==> config.mk <==
export PLATFORM = sky130hd
export DESIGN_NAME = vdp_top
export DESIGN_NICKNAME = d
export VERILOG_FILES = /design/src/verilog/vdp_pkg.sv /design/src/verilog/vdp_raster.sv /design/src/verilog/vdp_host_interface.sv /design/src/verilog/vdp_copper.sv /design/src/verilog/vdp_layer.sv /design/src/verilog/vdp_mixer.sv /design/src/verilog/vdp_top.sv
export SDC_FILE = /design/constraint.sdc
export NUM_CORES = 1
export LEC_CHECK = 0
export BUFFER_PORTS_ARGS = -buffer_cell sky130_fd_sc_hd__buf_2
export CAP_MARGIN = 5
export CORE_MARGIN = 2
export CORE_UTILIZATION = 30
export DETAILED_ROUTE_END_ITERATION = 8
export PLACE_DENSITY_LB_ADDON = 0.12
export REMOVE_ABC_BUFFERS = 1
export SLEW_MARGIN = 10
export SYNTH_ARGS = -nofsm -noshare
export SYNTH_HDL_FRONTEND = slang
export SYNTH_SLANG_ARGS = --single-unit
==> constraint.sdc <==
create_clock -name clk -period 4.8 [get_ports clk]
set_input_delay 0.72 -clock clk [delete_from_list [all_inputs] [get_ports clk]]
set_output_delay 0.72 -clock clk [all_outputs]
set_load 0.05 [all_outputs]
==> src/verilog/vdp_pkg.sv <==
// ********************
// register map, copper program word and common widths
// shared by the vdp RTL and its testbench
// ********************

package vdp_pkg;

    typedef logic [5:0] reg_addr_t;
    typedef logic [15:0] reg_data_t;
    typedef logic [3:0] color_t;
    typedef logic [9:0] beam_t;

    // register numbers
    localparam reg_addr_t reg_bg_color = 6'd0;
    localparam reg_addr_t reg_cop_ctrl = 6'd1;
    localparam reg_addr_t reg_cop_addr = 6'd2;
    localparam reg_addr_t reg_cop_lo = 6'd3;
    localparam reg_addr_t reg_cop_hi = 6'd4;
    localparam reg_addr_t reg_status_line = 6'd5;
    localparam reg_addr_t reg_status_pc = 6'd6;
    localparam reg_addr_t reg_layer_base = 6'd8;
    localparam int reg_layer_stride = 4;

    // offsets inside one layer group
    localparam logic [1:0] layer_scroll_x = 2'd0;
    localparam logic [1:0] layer_scroll_y = 2'd1;
    localparam logic [1:0] layer_color = 2'd2;
    localparam logic [1:0] layer_ctrl = 2'd3;

    localparam int cop_depth = 16;
    localparam int cop_pc_width = $clog2(cop_depth);

    localparam logic cop_op_wait = 1'b0;
    localparam logic cop_op_write = 1'b1;

    typedef struct packed {
        logic op;
        logic [20:0] pad;
        beam_t line;
    } cop_wait_t;

    typedef struct packed {
        logic op;
        logic [8:0] pad;
        reg_addr_t address;
        reg_data_t data;
    } cop_write_t;

    // one program word, decoded by its top bit
    typedef union packed {
        cop_wait_t wait_view;
        cop_write_t write_view;
    } cop_word_t;

endpackage

==> src/verilog/vdp_raster.sv <==
// ********************
// beam position counters with line and frame markers
// ********************

`timescale 1ns/1ns

module vdp_raster #(
    parameter int h_total = 24,
    parameter int v_total = 10
) (
    input  logic clk,
    input  logic reset,

    output vdp_pkg::beam_t beam_x,
    output vdp_pkg::beam_t beam_y,
    output logic line_start,
    output logic frame_start
);
    import vdp_pkg::*;

    logic x_wrap;
    logic y_wrap;

    assign x_wrap = beam_x == beam_t'(h_total - 1);
    assign y_wrap = beam_y == beam_t'(v_total - 1);

    always_ff @(posedge clk) begin
        if (reset) begin
            beam_x <= '0;
            beam_y <= '0;
        end else if (x_wrap) begin
            beam_x <= '0;
            beam_y <= y_wrap ? '0 : beam_y + 1'b1;
        end else begin
            beam_x <= beam_x + 1'b1;
        end
    end

    assign line_start = beam_x == '0;
    assign frame_start = line_start && beam_y == '0;

endmodule

==> src/verilog/vdp_host_interface.sv <==
// ********************
// wishbone classic slave for the vdp registers
// merges cpu and copper writes into one register stream
// and answers cpu status reads
// ********************

`timescale 1ns/1ns

module vdp_host_interface (
    input  logic clk,
    input  logic reset,

    // wishbone classic slave
    input  logic wb_cyc,
    input  logic wb_stb,
    input  logic wb_we,
    input  vdp_pkg::reg_addr_t wb_adr,
    input  vdp_pkg::reg_data_t wb_dat_w,
    output vdp_pkg::reg_data_t wb_dat_r,
    output logic wb_ack,

    // copper write request
    input  logic cop_write_req,
    input  vdp_pkg::reg_addr_t cop_write_address,
    input  vdp_pkg::reg_data_t cop_write_data,
    output logic cop_write_grant,

    // status sources
    input  vdp_pkg::beam_t beam_y,
    input  logic [vdp_pkg::cop_pc_width-1:0] cop_pc,

    // register write stream
    output logic reg_write_en,
    output vdp_pkg::reg_addr_t reg_write_address,
    output vdp_pkg::reg_data_t reg_write_data
);
    import vdp_pkg::*;

    logic strobe_r;
    logic strobe_d;
    logic strobe_rise;
    logic busy;
    logic cpu_commit;
    reg_data_t status_data;

    // a new cycle is one whose strobe was low in the previous sample
    assign strobe_rise = strobe_r && !strobe_d;

    // busy marks the single wait cycle before ack
    assign cpu_commit = busy && wb_cyc && wb_stb && wb_we;

    // copper gets the stream whenever the cpu is not committing
    assign cop_write_grant = cop_write_req && !cpu_commit;

    always_ff @(posedge clk) begin
        if (reset) begin
            strobe_r <= 1'b0;
            strobe_d <= 1'b0;
            busy <= 1'b0;
            wb_ack <= 1'b0;
        end else begin
            // masking with ack lets a back-to-back cycle show a fresh edge
            strobe_r <= wb_cyc && wb_stb && !wb_ack;
            strobe_d <= strobe_r;
            busy <= strobe_rise;
            wb_ack <= busy;
        end
    end

    always_comb begin
        case (wb_adr)
            reg_status_line: status_data = reg_data_t'(beam_y);
            reg_status_pc: status_data = reg_data_t'(cop_pc);
            default: status_data = '0;
        endcase
    end

    always_ff @(posedge clk) begin
        if (busy) begin
            wb_dat_r <= status_data;
        end
    end

    always_ff @(posedge clk) begin
        if (reset) begin
            reg_write_en <= 1'b0;
        end else begin
            reg_write_en <= cpu_commit || cop_write_grant;
        end
    end

    always_ff @(posedge clk) begin
        if (cpu_commit) begin
            reg_write_address <= wb_adr;
            reg_write_data <= wb_dat_w;
        end else if (cop_write_grant) begin
            reg_write_address <= cop_write_address;
            reg_write_data <= cop_write_data;
        end
    end

    // a copper request held off by a cpu commit goes through on the next cycle
    assert property (@(posedge clk) disable iff (reset)
        cop_write_req && cpu_commit |=> cop_write_grant);

endmodule

==> src/verilog/vdp_copper.sv <==
// ********************
// copper: program memory loaded through registers,
// runs wait and write words once per frame
// ********************

`timescale 1ns/1ns

module vdp_copper #(
    parameter int v_total = 10
) (
    input  logic clk,
    input  logic reset,

    input  logic reg_write_en,
    input  vdp_pkg::reg_addr_t reg_write_address,
    input  vdp_pkg::reg_data_t reg_write_data,

    input  logic line_start,
    input  logic frame_start,
    input  vdp_pkg::beam_t beam_y,

    input  logic cop_write_grant,
    output logic cop_write_req,
    output vdp_pkg::reg_addr_t cop_write_address,
    output vdp_pkg::reg_data_t cop_write_data,
    output logic [vdp_pkg::cop_pc_width-1:0] cop_pc
);
    import vdp_pkg::*;

    cop_word_t program_mem [cop_depth];
    cop_word_t current;
    reg_data_t word_lo;
    logic [cop_pc_width-1:0] load_addr;
    logic enable;
    logic running;
    logic restart;

    assign current = program_mem[cop_pc];

    // loader registers
    always_ff @(posedge clk) begin
        if (reset) begin
            enable <= 1'b0;
            load_addr <= '0;
        end else if (reg_write_en) begin
            case (reg_write_address)
                reg_cop_ctrl: enable <= reg_write_data[0];
                reg_cop_addr: load_addr <= reg_write_data[cop_pc_width-1:0];
                reg_cop_hi: load_addr <= load_addr + 1'b1;
                default: ;
            endcase
        end
    end

    // the high half commits the whole word
    always_ff @(posedge clk) begin
        if (reg_write_en && reg_write_address == reg_cop_lo) begin
            word_lo <= reg_write_data;
        end
        if (reg_write_en && reg_write_address == reg_cop_hi) begin
            program_mem[load_addr] <= {reg_write_data, word_lo};
        end
    end

    always_ff @(posedge clk) begin
        if (reset) begin
            cop_pc <= '0;
            running <= 1'b0;
            restart <= 1'b0;
            cop_write_req <= 1'b0;
        end else if (cop_write_req) begin
            // hold the request until the host takes it
            if (cop_write_grant) begin
                cop_write_req <= 1'b0;
                cop_pc <= cop_pc + 1'b1;
            end
            if (frame_start) begin
                restart <= 1'b1;
            end
        end else if (!enable) begin
            cop_pc <= '0;
            running <= 1'b0;
            restart <= 1'b0;
        end else if (frame_start || restart) begin
            cop_pc <= '0;
            running <= 1'b1;
            restart <= 1'b0;
        end else if (running) begin
            if (current.write_view.op == cop_op_write) begin
                cop_write_req <= 1'b1;
                cop_write_address <= current.write_view.address;
                cop_write_data <= current.write_view.data;
            end else if (current.wait_view.line >= beam_t'(v_total)) begin
                // line never comes, sleep until the next frame
                running <= 1'b0;
            end else if (beam_y == current.wait_view.line) begin
                cop_pc <= cop_pc + 1'b1;
            end
        end
    end

    assert property (@(posedge clk) disable iff (reset)
        cop_write_req && !cop_write_grant |=>
            cop_write_req && $stable(cop_write_address) && $stable(cop_write_data));

    // restart relies on the raster marking frames on a line start of line 0
    assert property (@(posedge clk) disable iff (reset)
        frame_start |-> line_start && beam_y == '0);

endmodule

==> src/verilog/vdp_layer.sv <==
// ********************
// one scroll layer: four registers and a two-tone
// checker pattern, one pixel per clock
// ********************

`timescale 1ns/1ns

module vdp_layer #(
    parameter int layer_index = 0
) (
    input  logic clk,
    input  logic reset,

    input  logic reg_write_en,
    input  vdp_pkg::reg_addr_t reg_write_address,
    input  vdp_pkg::reg_data_t reg_write_data,

    input  vdp_pkg::beam_t beam_x,
    input  vdp_pkg::beam_t beam_y,

    output vdp_pkg::color_t layer_pixel,
    output logic layer_opaque
);
    import vdp_pkg::*;

    localparam reg_addr_t group_base =
        reg_addr_t'(reg_layer_base + layer_index * reg_layer_stride);

    beam_t scroll_x;
    beam_t scroll_y;
    color_t color;
    logic enable;
    logic [2:0] shift;
    logic group_hit;
    beam_t x_sum;
    beam_t y_sum;

    // groups are four registers wide, so the low two bits pick the register
    assign group_hit = reg_write_en && reg_write_address[5:2] == group_base[5:2];

    always_ff @(posedge clk) begin
        if (reset) begin
            enable <= 1'b0;
            shift <= '0;
        end else if (group_hit && reg_write_address[1:0] == layer_ctrl) begin
            enable <= reg_write_data[0];
            shift <= reg_write_data[3:1];
        end
    end

    always_ff @(posedge clk) begin
        if (group_hit) begin
            case (reg_write_address[1:0])
                layer_scroll_x: scroll_x <= reg_write_data[9:0];
                layer_scroll_y: scroll_y <= reg_write_data[9:0];
                layer_color: color <= reg_write_data[3:0];
                default: ;
            endcase
        end
    end

    assign x_sum = beam_x + scroll_x;
    assign y_sum = beam_y + scroll_y;

    always_ff @(posedge clk) begin
        if (reset) begin
            layer_opaque <= 1'b0;
        end else begin
            layer_opaque <= enable && (x_sum[shift] ^ y_sum[shift]);
        end
    end

    always_ff @(posedge clk) begin
        layer_pixel <= color;
    end

endmodule

==> src/verilog/vdp_mixer.sv <==
// ********************
// picks the lowest numbered opaque layer per pixel,
// falls back to the background color register
// ********************

`timescale 1ns/1ns

module vdp_mixer #(
    parameter int layer_count = 4
) (
    input  logic clk,
    input  logic reset,

    input  logic reg_write_en,
    input  vdp_pkg::reg_addr_t reg_write_address,
    input  vdp_pkg::reg_data_t reg_write_data,

    input  vdp_pkg::color_t [layer_count-1:0] layer_pixel,
    input  logic [layer_count-1:0] layer_opaque,
    input  vdp_pkg::beam_t beam_x,
    input  vdp_pkg::beam_t beam_y,

    output vdp_pkg::color_t pixel,
    output vdp_pkg::beam_t pixel_x,
    output vdp_pkg::beam_t pixel_y
);
    import vdp_pkg::*;

    color_t bg_color;
    color_t mixed;
    beam_t beam_x_d;
    beam_t beam_y_d;

    always_ff @(posedge clk) begin
        if (reset) begin
            bg_color <= '0;
        end else if (reg_write_en && reg_write_address == reg_bg_color) begin
            bg_color <= reg_write_data[3:0];
        end
    end

    // walk from the top so layer 0 ends up with the last word
    always_comb begin
        mixed = bg_color;
        for (int i = layer_count - 1; i >= 0; i--) begin
            if (layer_opaque[i]) begin
                mixed = layer_pixel[i];
            end
        end
    end

    always_ff @(posedge clk) begin
        if (reset) begin
            pixel <= '0;
        end else begin
            pixel <= mixed;
        end
    end

    // one stage for the layers, one for this register
    always_ff @(posedge clk) begin
        beam_x_d <= beam_x;
        beam_y_d <= beam_y;
        pixel_x <= beam_x_d;
        pixel_y <= beam_y_d;
    end

endmodule

==> src/verilog/vdp_top.sv <==
// ********************
// vdp register subsystem top: raster, host interface,
// copper, scroll layers and mixer
// ********************

`timescale 1ns/1ns

module vdp_top #(
    parameter int layer_count = 4,
    parameter int h_total = 24,
    parameter int v_total = 10
) (
    input  logic clk,
    input  logic reset,

    input  logic wb_cyc,
    input  logic wb_stb,
    input  logic wb_we,
    input  vdp_pkg::reg_addr_t wb_adr,
    input  vdp_pkg::reg_data_t wb_dat_w,
    output vdp_pkg::reg_data_t wb_dat_r,
    output logic wb_ack,

    output vdp_pkg::color_t pixel,
    output vdp_pkg::beam_t pixel_x,
    output vdp_pkg::beam_t pixel_y
);
    import vdp_pkg::*;

    beam_t beam_x;
    beam_t beam_y;
    logic line_start;
    logic frame_start;

    logic reg_write_en;
    reg_addr_t reg_write_address;
    reg_data_t reg_write_data;

    logic cop_write_req;
    logic cop_write_grant;
    reg_addr_t cop_write_address;
    reg_data_t cop_write_data;
    logic [cop_pc_width-1:0] cop_pc;

    color_t [layer_count-1:0] layer_pixel;
    logic [layer_count-1:0] layer_opaque;

    vdp_raster #(
        .h_total(h_total),
        .v_total(v_total)
    ) u_raster (
        .clk(clk),
        .reset(reset),
        .beam_x(beam_x),
        .beam_y(beam_y),
        .line_start(line_start),
        .frame_start(frame_start)
    );

    vdp_host_interface u_host (
        .clk(clk),
        .reset(reset),
        .wb_cyc(wb_cyc),
        .wb_stb(wb_stb),
        .wb_we(wb_we),
        .wb_adr(wb_adr),
        .wb_dat_w(wb_dat_w),
        .wb_dat_r(wb_dat_r),
        .wb_ack(wb_ack),
        .cop_write_req(cop_write_req),
        .cop_write_address(cop_write_address),
        .cop_write_data(cop_write_data),
        .cop_write_grant(cop_write_grant),
        .beam_y(beam_y),
        .cop_pc(cop_pc),
        .reg_write_en(reg_write_en),
        .reg_write_address(reg_write_address),
        .reg_write_data(reg_write_data)
    );

    vdp_copper #(
        .v_total(v_total)
    ) u_copper (
        .clk(clk),
        .reset(reset),
        .reg_write_en(reg_write_en),
        .reg_write_address(reg_write_address),
        .reg_write_data(reg_write_data),
        .line_start(line_start),
        .frame_start(frame_start),
        .beam_y(beam_y),
        .cop_write_grant(cop_write_grant),
        .cop_write_req(cop_write_req),
        .cop_write_address(cop_write_address),
        .cop_write_data(cop_write_data),
        .cop_pc(cop_pc)
    );

    for (genvar i = 0; i < layer_count; i++) begin : g_layer
        vdp_layer #(
            .layer_index(i)
        ) u_layer (
            .clk(clk),
            .reset(reset),
            .reg_write_en(reg_write_en),
            .reg_write_address(reg_write_address),
            .reg_write_data(reg_write_data),
            .beam_x(beam_x),
            .beam_y(beam_y),
            .layer_pixel(layer_pixel[i]),
            .layer_opaque(layer_opaque[i])
        );
    end

    vdp_mixer #(
        .layer_count(layer_count)
    ) u_mixer (
        .clk(clk),
        .reset(reset),
        .reg_write_en(reg_write_en),
        .reg_write_address(reg_write_address),
        .reg_write_data(reg_write_data),
        .layer_pixel(layer_pixel),
        .layer_opaque(layer_opaque),
        .beam_x(beam_x),
        .beam_y(beam_y),
        .pixel(pixel),
        .pixel_x(pixel_x),
        .pixel_y(pixel_y)
    );

endmodule

## Word-level counts from Yosys, hierarchy flattened

Memories as Yosys holds them, arrays and structs flattened. A register that Yosys moved wholly into a read port is not among the register bits.
Index checks and enable logic that the tools add are counted.

| word-level totals | value |
|---|---|
| input port bits | 27 |
| memories | 1 |
| output and inout port bits | 41 |
| bits in registers | 277 |
| logic and storage cells | 207 |
| bits in writable memories | 512 |

| cells by class | value |
|---|---|
| equality and inequality tests | 23 |
| muxes and demuxes | 54 |
| bitwise logic cells | 7 |
| $lt $le $gt $ge | 5 |
| add/sub/neg operators | 12 |
| reduce and logical (&&, ||, !) cells | 52 |

Memories:

| memory | depth | bits a word | read ports | clocked after Yosys merged registers in | wr ports | line | source |
|---|---|---|---|---|---|---|---|
| u_copper.program_mem | 16 | 32 | 1 | 1 | 1 | vdp_copper.sv:30 | `cop_word_t program_mem [cop_depth];` |

Operator list:

| operator | count |
|---|---|
| $add 8x8->8 | 8 |
| $mux 4 | 14 |
| $mux 16 | 2 |
| $reduce_and 2->1 | 15 |
| $mux 1 | 25 |
| $bmux 1 s3 | 8 |
| $logic_and 1x1->1 | 23 |
| $add 10x1->10 const B | 2 |
| $logic_not 10->1 | 2 |
| $lt 3x5->1 const B | 4 |
| $pmux 10 s2 | 1 |
| $eq 6x3->1 const B | 3 |
| $ne 4x3->1 const B | 4 |
| $eq 6x2->1 const B | 2 |
| $mux 6 | 2 |
| $eq 10x10->1 | 1 |
| $eq 10x4->1 const B | 1 |
| $eq 10x5->1 const B | 1 |
| $ge 10x4->1 const B | 1 |
| $mux 10 | 1 |
| $add 4x1->4 const B | 2 |
| $eq 4x2->1 const B | 2 |
| $eq 4x3->1 const B | 2 |
| $pmux 4 s2 | 1 |
| other kinds (16) | 26 |

## Longest topological paths before layout

| logic depth | value |
|---|---|
| word-level depth | 10 |
| depth in mapped cells | 12 |
| depth with buffers taken out | 11 |

## Hierarchy

From an unflattened synthesis, not the netlist that was laid out.

| unflattened totals | value |
|---|---|
| cell total of the unflattened synthesis | 1711 |
| area, all modules | 27129.8 µm² |

Modules (own cells, without submodules):

| module | times used | cells an instance | area each (µm²) | seq. area each (µm²) |
|---|---|---|---|---|
| vdp_copper | 1 | 813 | 16664.7 | 12512.0 |
| vdp_layer (g_layer[1].u_layer ...) | 2 | 148 | 1645.3 | 780.7 |
| vdp_layer (g_layer[0].u_layer) | 1 | 148 | 1647.8 | 780.7 |
| vdp_layer (g_layer[2].u_layer) | 1 | 148 | 1644.1 | 780.7 |
| vdp_host_interface | 1 | 107 | 1627.8 | 1061.0 |
| vdp_mixer | 1 | 84 | 1255.0 | 960.9 |
| vdp_raster | 1 | 115 | 999.7 | 400.4 |

## Worst setup path after synthesis

OpenSTA, ideal clock, no wires.

| path | value |
|---|---|
| path type | register to register |
| start point | register u_raster.beam_y[1] |
| end point | register u_copper.cop_write_address[0] (enable) |
| data required time | 4.363 ns |
| setup time | 0.437 ns |
| arrival | 3.228 ns |
| path slack | 1.135 ns |
| clock period less this slack | 3.665 ns |
| buffers on the path | 0 |
| cell stages (with the launch flop) | 7 |
| path through | dfxtp_1 -> inv_1 -> ha_1 -> nor4b_1 -> a41oi_1 -> nand2_1 -> nor4_1 |

| on the way | value |
|---|---|
| longest elaborated chain between the ends | 5 |

RTL lines:

| what | line | source |
|---|---|---|
| start, declared | vdp_raster.sv:15 | `output vdp_pkg::beam_t beam_y,` |
| start signal, assigned | vdp_raster.sv:33 | `beam_y <= y_wrap ? '0 : beam_y + 1'b1;` |
| $logic_not 10->1 | vdp_raster.sv:40 | `assign frame_start = line_start && beam_y == '0;` |
| $logic_and 1x1->1 | vdp_raster.sv:40 |  |
| $logic_or 1x1->1 | vdp_copper.sv:84 | `end else if (frame_start \|\| restart) begin` |
| $not 1->1 (no line) | -- |  |
| $reduce_and 6->1 (no line) | -- |  |
| end signal, assigned | vdp_copper.sv:91 | `cop_write_address <= current.write_view.address;` |
| end, declared | vdp_copper.sv:24 | `output vdp_pkg::reg_addr_t cop_write_address,` |

Every way passes these cells.
A chain may end at the register's enable or synchronous reset.

==> results.yml <==
grt:
  grt_max_degree: 40
  grt_pass1_wl_um: 86000
  antenna_found_initial: 1
  overflow: 0
  grtUsageTotal_pct: 15.1
  first_global_vias: 12700
cells_and_area:
  postLayoutCoreUtil_pct: 34.9
  drive_gt1_share_pct: 20.3
  fin_nets: 1635
  n_antenna_cell: 0
  area_growth_pct: 15.9
  stdcell_area_um2: 26400
clocking:
  h-tree-depth: 2
  post_cts_resized: 0
  clock_sinks: 548
  clk_latency_ns: 0.64
  cts_hold_buf: 0
  clock_path_buffers: 3
  cts_setup_buffers: 0
  cts_tree: "done"
  root_buffer: "clkbuf_16"
  cts_buffers: 61
  cts.reportedPaths.clkPinSlew_ns: 0.06
setup_path:
  cp-start-kind: "register"
  worstPathArrival_ns: 4.49
  reg2regPathDepth: 9
  cp_slowest_cell: "dfxtp_4"
  cp_data_required_time_ns: 5.37
  cp-end-kind: "register"
  critPathKind: "reg2reg"
  crit_path_cell_trace: "buf_4, mux4_2, mux2i_4, xnor2_1, a2111oi_2, nand4_1, o41a_1, or3_1, a21oi_1"
  cp.depth: 9
  cp_slowest_stage_delay_ns: 0.89
  ff2ff_setup_slack_ns: 0.88
  path_buf_inv: 1
  crit_family: "compound AO/OA/AOI/OAI gates"
  cp_max_fo: 39
placed_design:
  dp_hpwl_um: 35800
  place_congestion: 0.761
  place_area_um2: 24400
  port-buffer-count: 56
synthesis:
  synth_edf_count: 423
  ys_warn_count: 0
  ys_seq_area_share_pct: 66.8
  synth_area_leaders: "edfxtp_1 56%, dfxtp_1 11%, mux4_2 8.1%"
  synth_cells: 1437
  synthFlopType: "edfxtp_1"
  syn_avg_cell_area_um2: 15.9
  synth-async-reset-ratio_pct: 0
  ys_ff_latch: 548
  yosysUniqueCellTypes: 67
  yosysMostFrequentCell: "edfxtp_1"
  synth_top_area_cell: "edfxtp_1"
  netlist_area_um2: 22800
  synthTopCellsByCount: "423 x edfxtp_1, 125 x dfxtp_1, 118 x nor2_1"
  synth_top_area_share_pct: 55.8
sta:
  fmaxAchievable_mhz: 255
  finalHoldViolCount: 0
  fin_setup_tns_ns: 0
  setup_viol: 0
  max-slew-margin-rel_pct: 28.4
  period_minus_slack_ns: 3.92
  rsz0062_at_grt: "false"
  tightestPinTransition_ns: 1.07
  slew_violations: 0
  min_period_over_period_pct: 81.6
  skew_ns: 0.0178
route:
  vias_per_cell: 4.83
  drcViolationCount: 0
  drtIter0Drc: 690
  routed_wl_um: 59000
  dr_total_vias: 12400
  avgRoutedWirePerCell_um: 23.0
  antenna_left: 0
  dr.pass1.iters: 5
die:
  start_util_pct: 30.1
  die_w_um: 280
  core-area_um2: 75600
  die-area_um2: 78100
  ios: 68
  std_cell_rows: 101
  dieHeight_um: 280
worst_hold_path:
  hold_class: "in2reg"
flow_run:
  cap_violations: 0
pwr:
  ir_drop_mv: 0.295
  power_leakage_nw: 9.01
  power.total_mw: 9.84
  power_density_nw_per_um2: 373
status:
  outcome: "finished clean"
-- layer usage --
layer,part of all wire [%],track usage (%),vias to the layer above
li1,-,-,5768
met1,45,19.8,6341
met2,50,26.0,194
met3,3.1,2.03,92
met4,2.6,4.66,0
met5,0,0,-
-- final cells by class --
class	count	area, µm²
clock buffer	75	1630
clock inverter	41	394
fill	7201	49200
inverter	37	139
multi-input combinational	796	7250
sequential	548	15200
tap	978	1220
timing repair buffer	90	548
-- worst min-delay path: stages --
cell     delay (ns)
buf_2          0.10
nand2_1        0.05
nor3_1         0.04
-- logic make-up (layout without fill, tap and decap cells) --
| group | count (synthesis) | in the layout | synth area share (%) |
|---|---|---|---|
| flip-flops | 548 | 548 | 66.8 |
| other | 1 | 6 | 0.0165 |
| multiplexers | 159 | 159 | 12.1 |
| AND/OR/NAND/NOR | 308 | 308 | 6.85 |
| buffers and inverters | 98 | 243 | 1.97 |
| AO/OA/AOI/OAI | 179 | 179 | 5.30 |
| adder cells (fa/ha/maj) | 74 | 74 | 4.33 |
| XOR/XNOR | 70 | 70 | 2.69 |
-- placed cells by master (no fill, tap or decap), drive strengths merged, types with 35 or more instances in the layout --
cell type,count
mux2i,50
clkbuf,75
a21oi,50
edfxtp,423
buf,90
inv,38
nor2,118
mux4,88
xnor2,41
dfxtp,125
ha,66
nand2,35
-- worst min path at each step --
stage	cells past startpoint	slack (ns)	end	from
floorplan	0	0.31	u_mixer.pixel_x[0]	u_mixer.beam_x_d[0]
global placement	0	0.31	u_mixer.pixel_y[4]	u_mixer.beam_y_d[4]
detailed placement	0	0.31	u_mixer.pixel_x[8]	u_mixer.beam_x_d[8]
finish	3	0.31	u_host.strobe_r	wb_cyc
global route	3	0.30	u_host.strobe_r	wb_cyc
CTS	3	0.27	u_host.strobe_r	wb_cyc
-- metrics by stage --
step / std cells / worst slack, ns / hold WS, ns
floorplan: 1381 / -1.01 / 0.310
global placement: 2449 / 0.817 / 0.313
detailed placement: 2449 / 0.841 / 0.313
CTS: 2565 / 0.804 / 0.269
global route: 2565 / 0.574 / 0.297
finish: 2565 / 0.881 / 0.314
-- state kept, by name, summed over array words and instances, names as in the netlist, 6 cells and up, named ones only --
register,flops
g_layer.u_layer.shift,12
u_raster.beam_x,10
g_layer.u_layer.layer_pixel,16
u_copper.cop_write_data,11
u_host.wb_dat_r,10
u_mixer.beam_y_d,10
u_host.reg_write_data,11
u_mixer.pixel_x,10
u_raster.beam_y,10
u_copper.program_mem,288
g_layer.u_layer.scroll_x,32
u_mixer.pixel_y,10
u_copper.cop_write_address,6
u_mixer.beam_x_d,10
u_host.reg_write_address,6
g_layer.u_layer.scroll_y,32
u_copper.word_lo,11
g_layer.u_layer.color,16
-- power breakdown --
group,leakage (nW),internal [mW],switching [mW]
Clock,0.966,2.69,1.97
Sequential,4.82,5.05,0.0131
Combinational,3.22,0.0405,0.0756
Total,9.01,7.78,2.06
(Power assumes the default switching activity.)
